[config.mk]
export PLATFORM = sky130hd
export DESIGN_NAME = tinyqv_shell
export DESIGN_NICKNAME = d
export VERILOG_FILES = /design/src/hdl/tinyqv_debug_pkg.sv /design/src/hdl/tinyqv_bus_pkg.sv /design/src/hdl/tinyqv_shell.sv /design/src/hdl/debug_out_mux.sv /design/src/hdl/tinyqv_user_peri.sv /design/src/hdl/time_base.sv /design/src/hdl/uart_tx.sv /design/src/hdl/tinyqv_addr_decode.sv
export VERILOG_INCLUDE_DIRS = /design/src /design/src/hdl
export SDC_FILE = /design/constraint.sdc
export NUM_CORES = 1
export LEC_CHECK = 0
export BUFFER_PORTS_ARGS = -buffer_cell sky130_fd_sc_hd__buf_4
export CAP_MARGIN = 20
export CORE_MARGIN = 10
export CORE_UTILIZATION = 51
export CTS_CLUSTER_DIAMETER = 50
export DETAILED_ROUTE_END_ITERATION = 6
export HOLD_SLACK_MARGIN = 0.05
export PLACE_DENSITY_LB_ADDON = 0.08
export SLEW_MARGIN = 20
export SYNTH_ARGS = -nofsm -noshare
export SYNTH_HDL_FRONTEND = slang
export SYNTH_SLANG_ARGS = --single-unit
[constraint.sdc]
create_clock -name clk -period 4.08 [get_ports clk]
set_input_delay 0.204 -clock clk [delete_from_list [all_inputs] [get_ports clk]]
set_output_delay 0.204 -clock clk [all_outputs]
set_load 0.005 [all_outputs]
[src/hdl/tinyqv_shell_config.svh]
`ifndef TINYQV_SHELL_CONFIG_SVH
`define TINYQV_SHELL_CONFIG_SVH

// Core clock in MHz
`define TQV_CLOCK_MHZ 64

// Debug UART bit rate
// At 64 MHz this is 16 clocks per bit
`define TQV_UART_BIT_RATE 4000000

// Internal register region
// addr[5:2] picks the register, every other bit must match
`define TQV_PERI_BASE 28'h800_0000

// User peripheral region, compared against addr[27:11]
`define TQV_USER_BASE 17'h10000

`endif
[src/hdl/tinyqv_debug_pkg.sv]
package tinyqv_debug_pkg;

    // Select for uo_out[7:6], bit 1 drives uo_out[7]
    typedef logic [1:0] out_sel_t;

    // Flag vector shown on uo_out[7]
    typedef logic [15:0] debug_flags_t;

    // Index into the flag vector, taken from ui_in[6:3]
    typedef logic [3:0] flag_idx_t;

    // Destination register number from the CPU
    typedef logic [3:0] reg_idx_t;

    // Positions of the bus transaction flags
    localparam int FLAG_READ_IDX  = 11;
    localparam int FLAG_WRITE_IDX = 10;

endpackage

[src/hdl/tinyqv_bus_pkg.sv]
package tinyqv_bus_pkg;

    // Data bus address and word
    typedef logic [27:0] addr_t;
    typedef logic [31:0] data_t;

    // Size strobe on write_n and read_n
    typedef logic [1:0] txn_t;

    // All ones means no transaction this cycle
    localparam txn_t TXN_IDLE = 2'b11;

    // Target selected by the address decoder
    typedef enum logic [3:0] {
        NONE              = 4'h0,
        GPIO_OUT_SEL      = 4'h3,
        DEBUG_UART        = 4'h6,
        DEBUG_UART_STATUS = 4'h7,
        DEBUG             = 4'hC,
        USER              = 4'hF
    } peri_sel_e;

    // User peripheral registers, selected by addr[3:2]
    typedef enum logic [1:0] {
        OUT = 2'd0,
        IN  = 2'd1,
        IRQ = 2'd2
    } user_reg_e;

endpackage

[src/hdl/tinyqv_shell.sv]
`timescale 1ns/1ns
`include "tinyqv_shell_config.svh"

module tinyqv_shell (
    input  logic                       clk,
    input  logic                       rst_n,
    input  logic [7:0]                 ui_in,
    input  tinyqv_bus_pkg::addr_t      bus_addr,
    input  tinyqv_bus_pkg::txn_t       bus_write_n,
    input  tinyqv_bus_pkg::txn_t       bus_read_n,
    input  tinyqv_bus_pkg::data_t      bus_wdata,
    input  logic [13:0]                debug_cpu_flags,
    input  tinyqv_debug_pkg::reg_idx_t debug_rd,
    output logic [7:0]                 uo_out,
    output tinyqv_bus_pkg::data_t      bus_rdata,
    output logic                       bus_ready,
    output logic [7:0]                 interrupt_req,
    output logic                       time_pulse
);

    logic rst_reg_n;

    tinyqv_debug_pkg::out_sel_t gpio_out_sel;
    tinyqv_bus_pkg::data_t      user_rdata;
    logic                       user_ready;
    logic                       uart_busy;
    logic                       uart_txd;
    logic                       gpio_sel_we;
    logic                       debug_we;
    logic                       uart_start;
    logic                       user_we;
    logic                       user_re;
    logic [7:0]                 peri_out;
    logic [7:0]                 ui_sync;
    logic [5:0]                 irq;
    logic                       txn_read;
    logic                       txn_write;

    // Reset sampled half a cycle ahead of the logic
    always_ff @(negedge clk) begin
        rst_reg_n <= rst_n;
    end

    assign txn_read  = (bus_read_n != tinyqv_bus_pkg::TXN_IDLE);
    assign txn_write = (bus_write_n != tinyqv_bus_pkg::TXN_IDLE);

    // Level interrupts on the low two pins, edge flags above
    assign interrupt_req = {irq, ui_sync[1:0]};

    tinyqv_addr_decode u_addr_decode (
        .bus_addr     (bus_addr),
        .bus_write_n  (bus_write_n),
        .bus_read_n   (bus_read_n),
        .gpio_out_sel (gpio_out_sel),
        .uart_busy    (uart_busy),
        .user_rdata   (user_rdata),
        .user_ready   (user_ready),
        .bus_rdata    (bus_rdata),
        .bus_ready    (bus_ready),
        .gpio_sel_we  (gpio_sel_we),
        .debug_we     (debug_we),
        .uart_start   (uart_start),
        .user_we      (user_we),
        .user_re      (user_re)
    );

    uart_tx #(
        .CLK_HZ   (`TQV_CLOCK_MHZ * 1_000_000),
        .BIT_RATE (`TQV_UART_BIT_RATE)
    ) u_debug_uart (
        .clk       (clk),
        .rst_reg_n (rst_reg_n),
        .tx_start  (uart_start),
        .tx_data   (bus_wdata[7:0]),
        .txd       (uart_txd),
        .busy      (uart_busy)
    );

    time_base #(
        .CLOCK_MHZ (`TQV_CLOCK_MHZ)
    ) u_time_base (
        .clk        (clk),
        .rst_reg_n  (rst_reg_n),
        .time_pulse (time_pulse)
    );

    tinyqv_user_peri u_user_peri (
        .clk       (clk),
        .rst_reg_n (rst_reg_n),
        .ui_in     (ui_in),
        .reg_addr  (bus_addr[3:2]),
        .wdata     (bus_wdata),
        .we        (user_we),
        .re        (user_re),
        .rdata     (user_rdata),
        .ready     (user_ready),
        .peri_out  (peri_out),
        .ui_sync   (ui_sync),
        .irq       (irq)
    );

    debug_out_mux u_debug_out (
        .clk             (clk),
        .rst_reg_n       (rst_reg_n),
        .ui_in           (ui_in),
        .gpio_sel_we     (gpio_sel_we),
        .debug_we        (debug_we),
        .wdata_low       (bus_wdata[7:0]),
        .peri_out        (peri_out),
        .uart_txd        (uart_txd),
        .debug_cpu_flags (debug_cpu_flags),
        .txn_read        (txn_read),
        .txn_write       (txn_write),
        .debug_rd        (debug_rd),
        .gpio_out_sel    (gpio_out_sel),
        .uo_out          (uo_out)
    );

endmodule

[src/hdl/debug_out_mux.sv]
`timescale 1ns/1ns

module debug_out_mux (
    input  logic                       clk,
    input  logic                       rst_reg_n,
    input  logic [7:0]                 ui_in,
    input  logic                       gpio_sel_we,
    input  logic                       debug_we,
    input  logic [7:0]                 wdata_low,
    input  logic [7:0]                 peri_out,
    input  logic                       uart_txd,
    input  logic [13:0]                debug_cpu_flags,
    input  logic                       txn_read,
    input  logic                       txn_write,
    input  tinyqv_debug_pkg::reg_idx_t debug_rd,
    output tinyqv_debug_pkg::out_sel_t gpio_out_sel,
    output logic [7:0]                 uo_out
);

    logic                           debug_data_en;
    tinyqv_debug_pkg::reg_idx_t     debug_rd_r;
    tinyqv_debug_pkg::debug_flags_t debug_flags;
    tinyqv_debug_pkg::flag_idx_t    flag_sel;
    logic                           debug_signal;

    // Strap pins pick the output mode at reset
    always_ff @(posedge clk) begin
        if (!rst_reg_n) begin
            gpio_out_sel <= {~ui_in[0], 1'b0};
        end else if (gpio_sel_we) begin
            gpio_out_sel <= wdata_low[7:6];
        end
    end

    always_ff @(posedge clk) begin
        if (!rst_reg_n) begin
            debug_data_en <= ui_in[1];
        end else if (debug_we) begin
            debug_data_en <= wdata_low[0];
        end
    end

    always_ff @(posedge clk) begin
        debug_rd_r <= debug_rd;
    end

    // Bus transaction flags sit between the CPU flags
    assign debug_flags = {debug_cpu_flags[13:10], txn_read, txn_write, debug_cpu_flags[9:0]};
    assign flag_sel    = ui_in[6:3];
    assign debug_signal = debug_flags[flag_sel];

    assign uo_out[1:0] = peri_out[1:0];
    assign uo_out[5:2] = debug_data_en ? debug_rd_r : peri_out[5:2];
    assign uo_out[6]   = gpio_out_sel[0] ? peri_out[6] : uart_txd;
    assign uo_out[7]   = gpio_out_sel[1] ? peri_out[7] : debug_signal;

endmodule

[src/hdl/tinyqv_user_peri.sv]
`timescale 1ns/1ns

module tinyqv_user_peri (
    input  logic                  clk,
    input  logic                  rst_reg_n,
    input  logic [7:0]            ui_in,
    input  logic [3:2]            reg_addr,
    input  tinyqv_bus_pkg::data_t wdata,
    input  logic                  we,
    input  logic                  re,
    output tinyqv_bus_pkg::data_t rdata,
    output logic                  ready,
    output logic [7:0]            peri_out,
    output logic [7:0]            ui_sync,
    output logic [5:0]            irq
);

    tinyqv_bus_pkg::user_reg_e reg_sel;
    logic [7:0] ui_meta;
    logic [7:0] ui_prev;
    logic [5:0] irq_rise;
    logic [5:0] irq_clr;

    assign reg_sel = tinyqv_bus_pkg::user_reg_e'(reg_addr);

    // Two-flop synchronizer plus one stage for edge detect
    always_ff @(posedge clk) begin
        ui_meta <= ui_in;
        ui_sync <= ui_meta;
        ui_prev <= ui_sync;
    end

    assign irq_rise = ui_sync[7:2] & ~ui_prev[7:2];
    assign irq_clr  = (we && reg_sel == tinyqv_bus_pkg::IRQ) ? wdata[5:0] : 6'h0;

    // A new edge wins over a clear in the same cycle
    always_ff @(posedge clk) begin
        if (!rst_reg_n) begin
            irq <= 6'h0;
        end else begin
            irq <= (irq & ~irq_clr) | irq_rise;
        end
    end

    always_ff @(posedge clk) begin
        if (!rst_reg_n) begin
            peri_out <= 8'h00;
        end else if (we && reg_sel == tinyqv_bus_pkg::OUT) begin
            peri_out <= wdata[7:0];
        end
    end

    // One wait state on every read
    always_ff @(posedge clk) begin
        if (!rst_reg_n) begin
            ready <= 1'b0;
        end else begin
            ready <= re;
        end
    end

    always_comb begin
        case (reg_sel)
            tinyqv_bus_pkg::OUT: rdata = {24'h0, peri_out};
            tinyqv_bus_pkg::IN:  rdata = {24'h0, ui_sync};
            tinyqv_bus_pkg::IRQ: rdata = {26'h0, irq};
            default:             rdata = 32'h0;
        endcase
    end

endmodule

[src/hdl/time_base.sv]
`timescale 1ns/1ns

module time_base #(
    parameter int CLOCK_MHZ = 64
) (
    input  logic clk,
    input  logic rst_reg_n,
    output logic time_pulse
);

    localparam int CW = (CLOCK_MHZ > 1) ? $clog2(CLOCK_MHZ) : 1;

    logic [CW-1:0] count;

    generate
        if (CLOCK_MHZ == 64) begin : g_free_run
            // Wraps by itself at 64
            always_ff @(posedge clk) begin
                if (!rst_reg_n) begin
                    count <= '0;
                end else begin
                    count <= count + 1'b1;
                end
            end
        end else begin : g_compare
            always_ff @(posedge clk) begin
                if (!rst_reg_n) begin
                    count <= '0;
                end else if (count == CW'(CLOCK_MHZ - 1)) begin
                    count <= '0;
                end else begin
                    count <= count + 1'b1;
                end
            end
        end
    endgenerate

    assign time_pulse = (count == CW'(CLOCK_MHZ - 1));

endmodule

[src/hdl/uart_tx.sv]
`timescale 1ns/1ns

module uart_tx #(
    parameter int CLK_HZ   = 64_000_000,
    parameter int BIT_RATE = 4_000_000
) (
    input  logic       clk,
    input  logic       rst_reg_n,
    input  logic       tx_start,
    input  logic [7:0] tx_data,
    output logic       txd,
    output logic       busy
);

    // Clocks per bit
    localparam int DIV = CLK_HZ / BIT_RATE;
    localparam int CW  = (DIV > 1) ? $clog2(DIV) : 1;

    logic [CW-1:0] baud_cnt;
    logic [3:0]    bits_left;
    logic [9:0]    shifter;
    logic          bit_done;

    assign bit_done = (baud_cnt == CW'(DIV - 1));
    assign busy     = (bits_left != 4'd0);

    // Frame goes out LSB first: start bit, data, stop bit
    assign txd = shifter[0];

    always_ff @(posedge clk) begin
        if (!rst_reg_n) begin
            baud_cnt  <= '0;
            bits_left <= 4'd0;
            shifter   <= '1;
        end else if (!busy) begin
            // Starts while busy are dropped
            if (tx_start) begin
                baud_cnt  <= '0;
                bits_left <= 4'd10;
                shifter   <= {1'b1, tx_data, 1'b0};
            end
        end else if (bit_done) begin
            baud_cnt  <= '0;
            bits_left <= bits_left - 4'd1;
            // Ones fill in behind, so the line idles high
            shifter   <= {1'b1, shifter[9:1]};
        end else begin
            baud_cnt <= baud_cnt + 1'b1;
        end
    end

    a_idle_high: assert property (
        @(posedge clk) disable iff (!rst_reg_n)
        !busy |-> txd
    ) else $error("UART line low while idle");

    a_start_busy: assert property (
        @(posedge clk) disable iff (!rst_reg_n)
        (tx_start && !busy) |=> (busy && !txd)
    ) else $error("UART frame did not start");

endmodule

[src/hdl/tinyqv_addr_decode.sv]
`timescale 1ns/1ns
`include "tinyqv_shell_config.svh"

module tinyqv_addr_decode (
    input  tinyqv_bus_pkg::addr_t      bus_addr,
    input  tinyqv_bus_pkg::txn_t       bus_write_n,
    input  tinyqv_bus_pkg::txn_t       bus_read_n,
    input  tinyqv_debug_pkg::out_sel_t gpio_out_sel,
    input  logic                       uart_busy,
    input  tinyqv_bus_pkg::data_t      user_rdata,
    input  logic                       user_ready,
    output tinyqv_bus_pkg::data_t      bus_rdata,
    output logic                       bus_ready,
    output logic                       gpio_sel_we,
    output logic                       debug_we,
    output logic                       uart_start,
    output logic                       user_we,
    output logic                       user_re
);

    localparam tinyqv_bus_pkg::addr_t PERI_BASE = `TQV_PERI_BASE;
    localparam logic [16:0] USER_BASE = `TQV_USER_BASE;

    tinyqv_bus_pkg::peri_sel_e peri_sel;
    logic write_active;
    logic read_active;

    assign write_active = (bus_write_n != tinyqv_bus_pkg::TXN_IDLE);
    assign read_active  = (bus_read_n != tinyqv_bus_pkg::TXN_IDLE);

    // Internal registers take priority over the user window
    always_comb begin
        if ({bus_addr[27:6], bus_addr[1:0]} == {PERI_BASE[27:6], PERI_BASE[1:0]}) begin
            peri_sel = tinyqv_bus_pkg::peri_sel_e'(bus_addr[5:2]);
        end else if (bus_addr[27:11] == USER_BASE) begin
            peri_sel = tinyqv_bus_pkg::USER;
        end else begin
            peri_sel = tinyqv_bus_pkg::NONE;
        end
    end

    assign gpio_sel_we = write_active && (peri_sel == tinyqv_bus_pkg::GPIO_OUT_SEL);
    assign debug_we    = write_active && (peri_sel == tinyqv_bus_pkg::DEBUG);
    assign uart_start  = write_active && (peri_sel == tinyqv_bus_pkg::DEBUG_UART);
    assign user_we     = write_active && (peri_sel == tinyqv_bus_pkg::USER);
    assign user_re     = read_active && (peri_sel == tinyqv_bus_pkg::USER);

    // Unmapped reads return all ones
    always_comb begin
        case (peri_sel)
            tinyqv_bus_pkg::GPIO_OUT_SEL:      bus_rdata = {24'h0, gpio_out_sel, 6'h0};
            tinyqv_bus_pkg::DEBUG_UART_STATUS: bus_rdata = {31'h0, uart_busy};
            tinyqv_bus_pkg::USER:              bus_rdata = user_rdata;
            default:                           bus_rdata = 32'hFFFF_FFFF;
        endcase
    end

    // Only the user block can stall a read
    assign bus_ready = (peri_sel == tinyqv_bus_pkg::USER) ? user_ready : 1'b1;

    // The CPU never reads and writes in the same cycle
    always_comb begin
        assert #0 (!(write_active && read_active))
            else $error("read and write on the bus in the same cycle");
    end

endmodule

# After elaboration in Yosys (flattened, before gate mapping)
# Cells that the tools add are included.
# classes
order_cmp,1
n_addsub,3
n_bitwise,6
eq_ne,16
mux,24
n_reduce_logical,11
# ops
cell,n
32-bit one-hot mux with 3 select lines,1
4-bit two-way mux,9
10-bit two-way mux,3
24-bit == test (second input constant),1
8-bit one-hot mux with 3 select lines,1
17-bit == test (second input constant),1
6-bit AND,2
4-bit == test (second input constant),3
6-bit NOT,2
4-bit by 3-bit == test with 1-bit output (second input constant),2
1-bit logical AND,7
6-bit by 1-bit adder with 6-bit output (second input constant),1
6-bit == test (second input constant),1
1-bit two-way mux,6
6-bit two-way mux,1
2-bit by 1-bit inequality test with 1-bit output (second input constant),3
6-bit OR,1
4-bit by 5-bit less-than comparator with 1-bit output (second input constant),1
4-bit by 1-bit adder with 4-bit output (second input constant),1
1-bit binary-select mux with 4-bit select,1
4-bit by 2-bit == test with 1-bit output (second input constant),1
2-bit two-way mux,2
2-bit inequality test (second input constant),2
4-bit nonzero test,1
7 further kinds,7
# totals
register_bits,71
out_inout_bits,50

# Longest topological paths before layout
# depth
ltp_word,10
mapped_depth,8
ltp_nobuf,7

# By module
# From an unflattened synthesis, not the netlist that was laid out.
# unflattened
cells_unflattened,366
hier_area_um2,3548.4
# by_module_without_submodules
mod,area_per_inst_um2,instances,seq_area_each_um2,cells_each
tinyqv_user_peri,1418.9,1,740.7,136
uart_tx,905.9,1,340.3,95
tinyqv_addr_decode,535.5,1,0.0,77
debug_out_mux,414.1,1,160.2,30
time_base,242.7,1,120.1,24
tinyqv_shell,31.3,1,20.0,4

==> flow_summary.toml <==
[route]
via_per_inst = 5.35
drt_pass_1_iters = 4
route.detailed.wl_per_inst_um = 16.6
route.detailed.drc = 0
detail_route.wirelength_mm = 8.83
postRouteAntennaNets = 0
first_iter_violations = 158
dr_total_vias = 2847

[finish]
area.sequential_um2 = 1380
nets = 547
antennaDiodeCount = 0
ratio_of_cells_with_drive_above_1_in_the_final_layout_pct = 35.2
area_growth_syn_to_layout_pct = 33.8
multi_input_area_um2 = 1550
nFillCells = 481

[die]
row_count = 28
placeableCoreArea_um2 = 6030
count_of_pins_on_the_block_boundary = 142
initial_utilization_pct = 53.3
floorplan.die.height_um = 99.4
die_area_um2 = 9880
chipWidth_um = 99.4

[min_path]
hold_path_depth = 3
min_from = "bus_wdata[4]"
hp-class = "in2reg"
timing.hold.worst_endpoint = "u_user_peri.peri_out[4]"

[run_status]
status = "finished, final reports clean"

[timing]
finalSetupViolations = 0
timing.final.hold_violations = 0
hold_ws_ns = 0.126
worst_clock_skew_ns = 0.0460
slew_at_the_pin_closest_to_its_max_slew_limit_ns = 0.919
slew_viol_final = 0
fin_setup_tns_ns = 0
grt_setup_unrepaired = "no"
timing.slew.headroom_pct = 38.6

[synth]
edff_count_synth = 2
ys_async_sr_fraction_pct = 0
net_count_of_the_mapped_netlist = 443
yosys_register_bits = 68
synth_sequential_area_ratio_pct = 43.0
post_synth.cell_area_avg_um2 = 9.23
distinct_cells_synth = 48
synth-main-ff-cell = "sky130_fd_sc_hd__dfxtp_1"
yosys_warnings = 0
cell_area_after_technology_mapping_um2 = 3210
gate_count_post_synth = 348

[placed_design]
io_buffers = 117
post-dp-hpwl_mm = 6.69
final_weighted_congestion_in_routability_driven_placement = 0.816

[cts]
clk_pin_slew_worst_paths_ns = 0.08
cts_made_buffers = 9
post_cts_buffers = 0
tritoncts_clock_tree = "built"
cts.repair.resized = 0
clk-insertion-delay-late_ns = 0.38
clock_tree.buffer_depth = 2
cts-htree-levels = 3
cts-root-buf = "sky130_fd_sc_hd__clkbuf_8"
clock_tree_sinks = 68
postCtsHoldBufs = 12

[critical_path]
reg2reg_from = "rst_reg_n"
reg2reg_slack_ns = 0.83
crit_fanout = 30
arrival_ns = 3.49
reg2regPathDepth = 3
critical_path.endpoint_type = "flip-flop"
regToRegEndpoint = "u_debug_uart.shifter[1]"
crit_required_ns = 4.32
critical_path_class = "reg2reg"
cp-start-kind = "flip-flop"

[global_route]
track_usage_pct = 17.3
sum_of_overflow_across_all_layers_after_global_routing = 0
initial_antenna_violation_count = 0
vias_in_the_first_global_route = 2851
grt_pass1_wl_mm = 14.0
largest_net_degree_at_the_start_of_global_routing = 31

[power_and_ir_drop]
power_density_nw_per_um2 = 337
p_leak_nw = 1.94
max-vdd-ir-drop_mv = 0.195

[run]
drv.max_cap_violation_count = 0
stage by stage:
| stage | power (W) | cell area (µm²) | utilization, % | std cells | setup WS [ns] |
|---|---|---|---|---|---|
| after floorplan | 0.000776 | 3210 | - | 348 | 0.624 |
| after global placement | 0.000856 | 3960 | 65.7 | 504 | 0.884 |
| after detailed placement | 0.000861 | 3960 | 65.7 | 504 | 0.850 |
| after CTS | 0.00146 | 4300 | 71.4 | 532 | 0.820 |
| after global routing | 0.00151 | 4300 | 71.4 | 532 | 0.758 |
| final | 0.00145 | 4300 | 71.4 | 532 | 0.831 |
report_power, final:
group | switching (W) | internal (W)
Sequential | 0.0000127 | 0.000689
Combinational | 0.0000611 | 0.0000897
Clock | 0.000266 | 0.000332
critical path: stages (launching register included):
cell	delay (ns)
sky130_fd_sc_hd__dfxtp_1	0.35
sky130_fd_sc_hd__buf_4	0.32
sky130_fd_sc_hd__nand3_1	0.12
sky130_fd_sc_hd__mux2_4	0.28
kinds of logic (layout without fill, tap and decap cells):
kind of cell / Yosys count / count (layout) / share of synthesized area (%)
buffers and inverters: 47 / 156 / 8.88
AO/OA/AOI/OAI: 53 / 53 / 9.31
XOR/XNOR: 4 / 4 / 1.09
multiplexers: 36 / 36 / 14.1
flip-flops: 68 / 68 / 43.0
AND/OR/NAND/NOR: 137 / 137 / 22.5
adder cells (fa/ha/maj): 3 / 3 / 1.17
synth_stat cells (2+ instances only):
| cell | count | area [µm²] |
|---|---|---|
| sky130_fd_sc_hd__dfxtp_1 | 66 | 1320 |
| sky130_fd_sc_hd__nand2_1 | 41 | 154 |
| sky130_fd_sc_hd__nor2_1 | 29 | 109 |
| sky130_fd_sc_hd__buf_4 | 27 | 203 |
| sky130_fd_sc_hd__o21ai_0 | 20 | 100 |
| sky130_fd_sc_hd__mux2i_1 | 19 | 190 |
| sky130_fd_sc_hd__a21oi_1 | 16 | 80.1 |
| sky130_fd_sc_hd__nor2b_1 | 15 | 93.8 |
| sky130_fd_sc_hd__nand3_1 | 14 | 70.1 |
| sky130_fd_sc_hd__clkbuf_1 | 11 | 41.3 |
| sky130_fd_sc_hd__nand2b_1 | 9 | 56.3 |
| sky130_fd_sc_hd__inv_1 | 7 | 26.3 |
| sky130_fd_sc_hd__mux2_4 | 7 | 105 |
| sky130_fd_sc_hd__o21ai_1 | 7 | 35.0 |
| sky130_fd_sc_hd__mux2_2 | 6 | 67.6 |
| sky130_fd_sc_hd__nor4_1 | 5 | 31.3 |
| sky130_fd_sc_hd__mux4_2 | 4 | 90.1 |
| sky130_fd_sc_hd__ha_1 | 3 | 37.5 |
| sky130_fd_sc_hd__nand4_1 | 3 | 18.8 |
| sky130_fd_sc_hd__nor3b_1 | 3 | 22.5 |
| sky130_fd_sc_hd__and2_1 | 2 | 12.5 |
| sky130_fd_sc_hd__and3_1 | 2 | 12.5 |
| sky130_fd_sc_hd__edfxtp_1 | 2 | 60.1 |
| sky130_fd_sc_hd__nand4_2 | 2 | 25.0 |
| sky130_fd_sc_hd__o311ai_1 | 2 | 17.5 |
| sky130_fd_sc_hd__or2_1 | 2 | 12.5 |
| sky130_fd_sc_hd__xnor2_1 | 2 | 17.5 |
| sky130_fd_sc_hd__xor2_1 | 2 | 17.5 |
layer usage:
metal / up-vias / wire (µm) / GRT usage, %
li1: 1394 / - / -
met1: 1337 / 3760 / 19.9
met2: 107 / 4270 / 29.2
met3: 9 / 688 / 6.16
met4: 0 / 103 / 5.95
met5: - / 0 / 0
registers in the layout, indices dropped and copies added, names as in the netlist:
name and count:
rst_reg_n 1, u_debug_out.debug_data_en 1, u_debug_out.debug_rd_r 4, u_debug_out.gpio_out_sel 2, u_debug_uart.baud_cnt 4, u_debug_uart.bits_left 4, u_debug_uart.shifter 9, u_time_base.count 6
u_user_peri.irq 6, u_user_peri.peri_out 8, u_user_peri.ready 1, u_user_peri.ui_meta 8, u_user_peri.ui_prev 6, u_user_peri.ui_sync 8
cell usage in the layout, fill, tap and decap left out, drive strengths merged, types with 2 or more instances in the layout:
cell / instances
buf: 121
dfxtp: 66
nand2: 41
nor2: 30
o21ai: 27
mux2i: 19
a21oi: 16
nor2b: 15
nand3: 14
clkbuf: 13
mux2: 13
dlygate4sd3: 12
nand2b: 9
inv: 8
nor4: 6
nand4: 5
mux4: 4
nor3b: 4
ha: 3
or2: 2
and2: 2
o311ai: 2
and3: 2
xor2: 2
xnor2: 2
edfxtp: 2
clkinv: 2
final cells by class:
cell class | count | share of cell area [%]
clock buffers | 13 | 4.68
well taps | 75 | 2.18
multi-input cells | 233 | 36.0
repair buffers | 133 | 23.9
inverters | 6 | 0.524
clock inverters | 4 | 0.611
flip-flops and latches | 68 | 32.1
worst max-delay path by stage:
stage                    from                          end  slack [ns]  cells after the start
CTS                 rst_reg_n      u_debug_uart.shifter[1]        0.82                      3
floorplan           rst_reg_n  u_debug_out.gpio_out_sel[1]        0.62                      5
detailed placement  rst_reg_n      u_debug_uart.shifter[1]        0.85                      3
finish              rst_reg_n      u_debug_uart.shifter[1]        0.83                      3
global placement    rst_reg_n      u_debug_uart.shifter[7]        0.88                      3
global route        rst_reg_n      u_debug_uart.shifter[7]        0.76                      3
No activity file was read; power rests on OpenSTA's default activity.
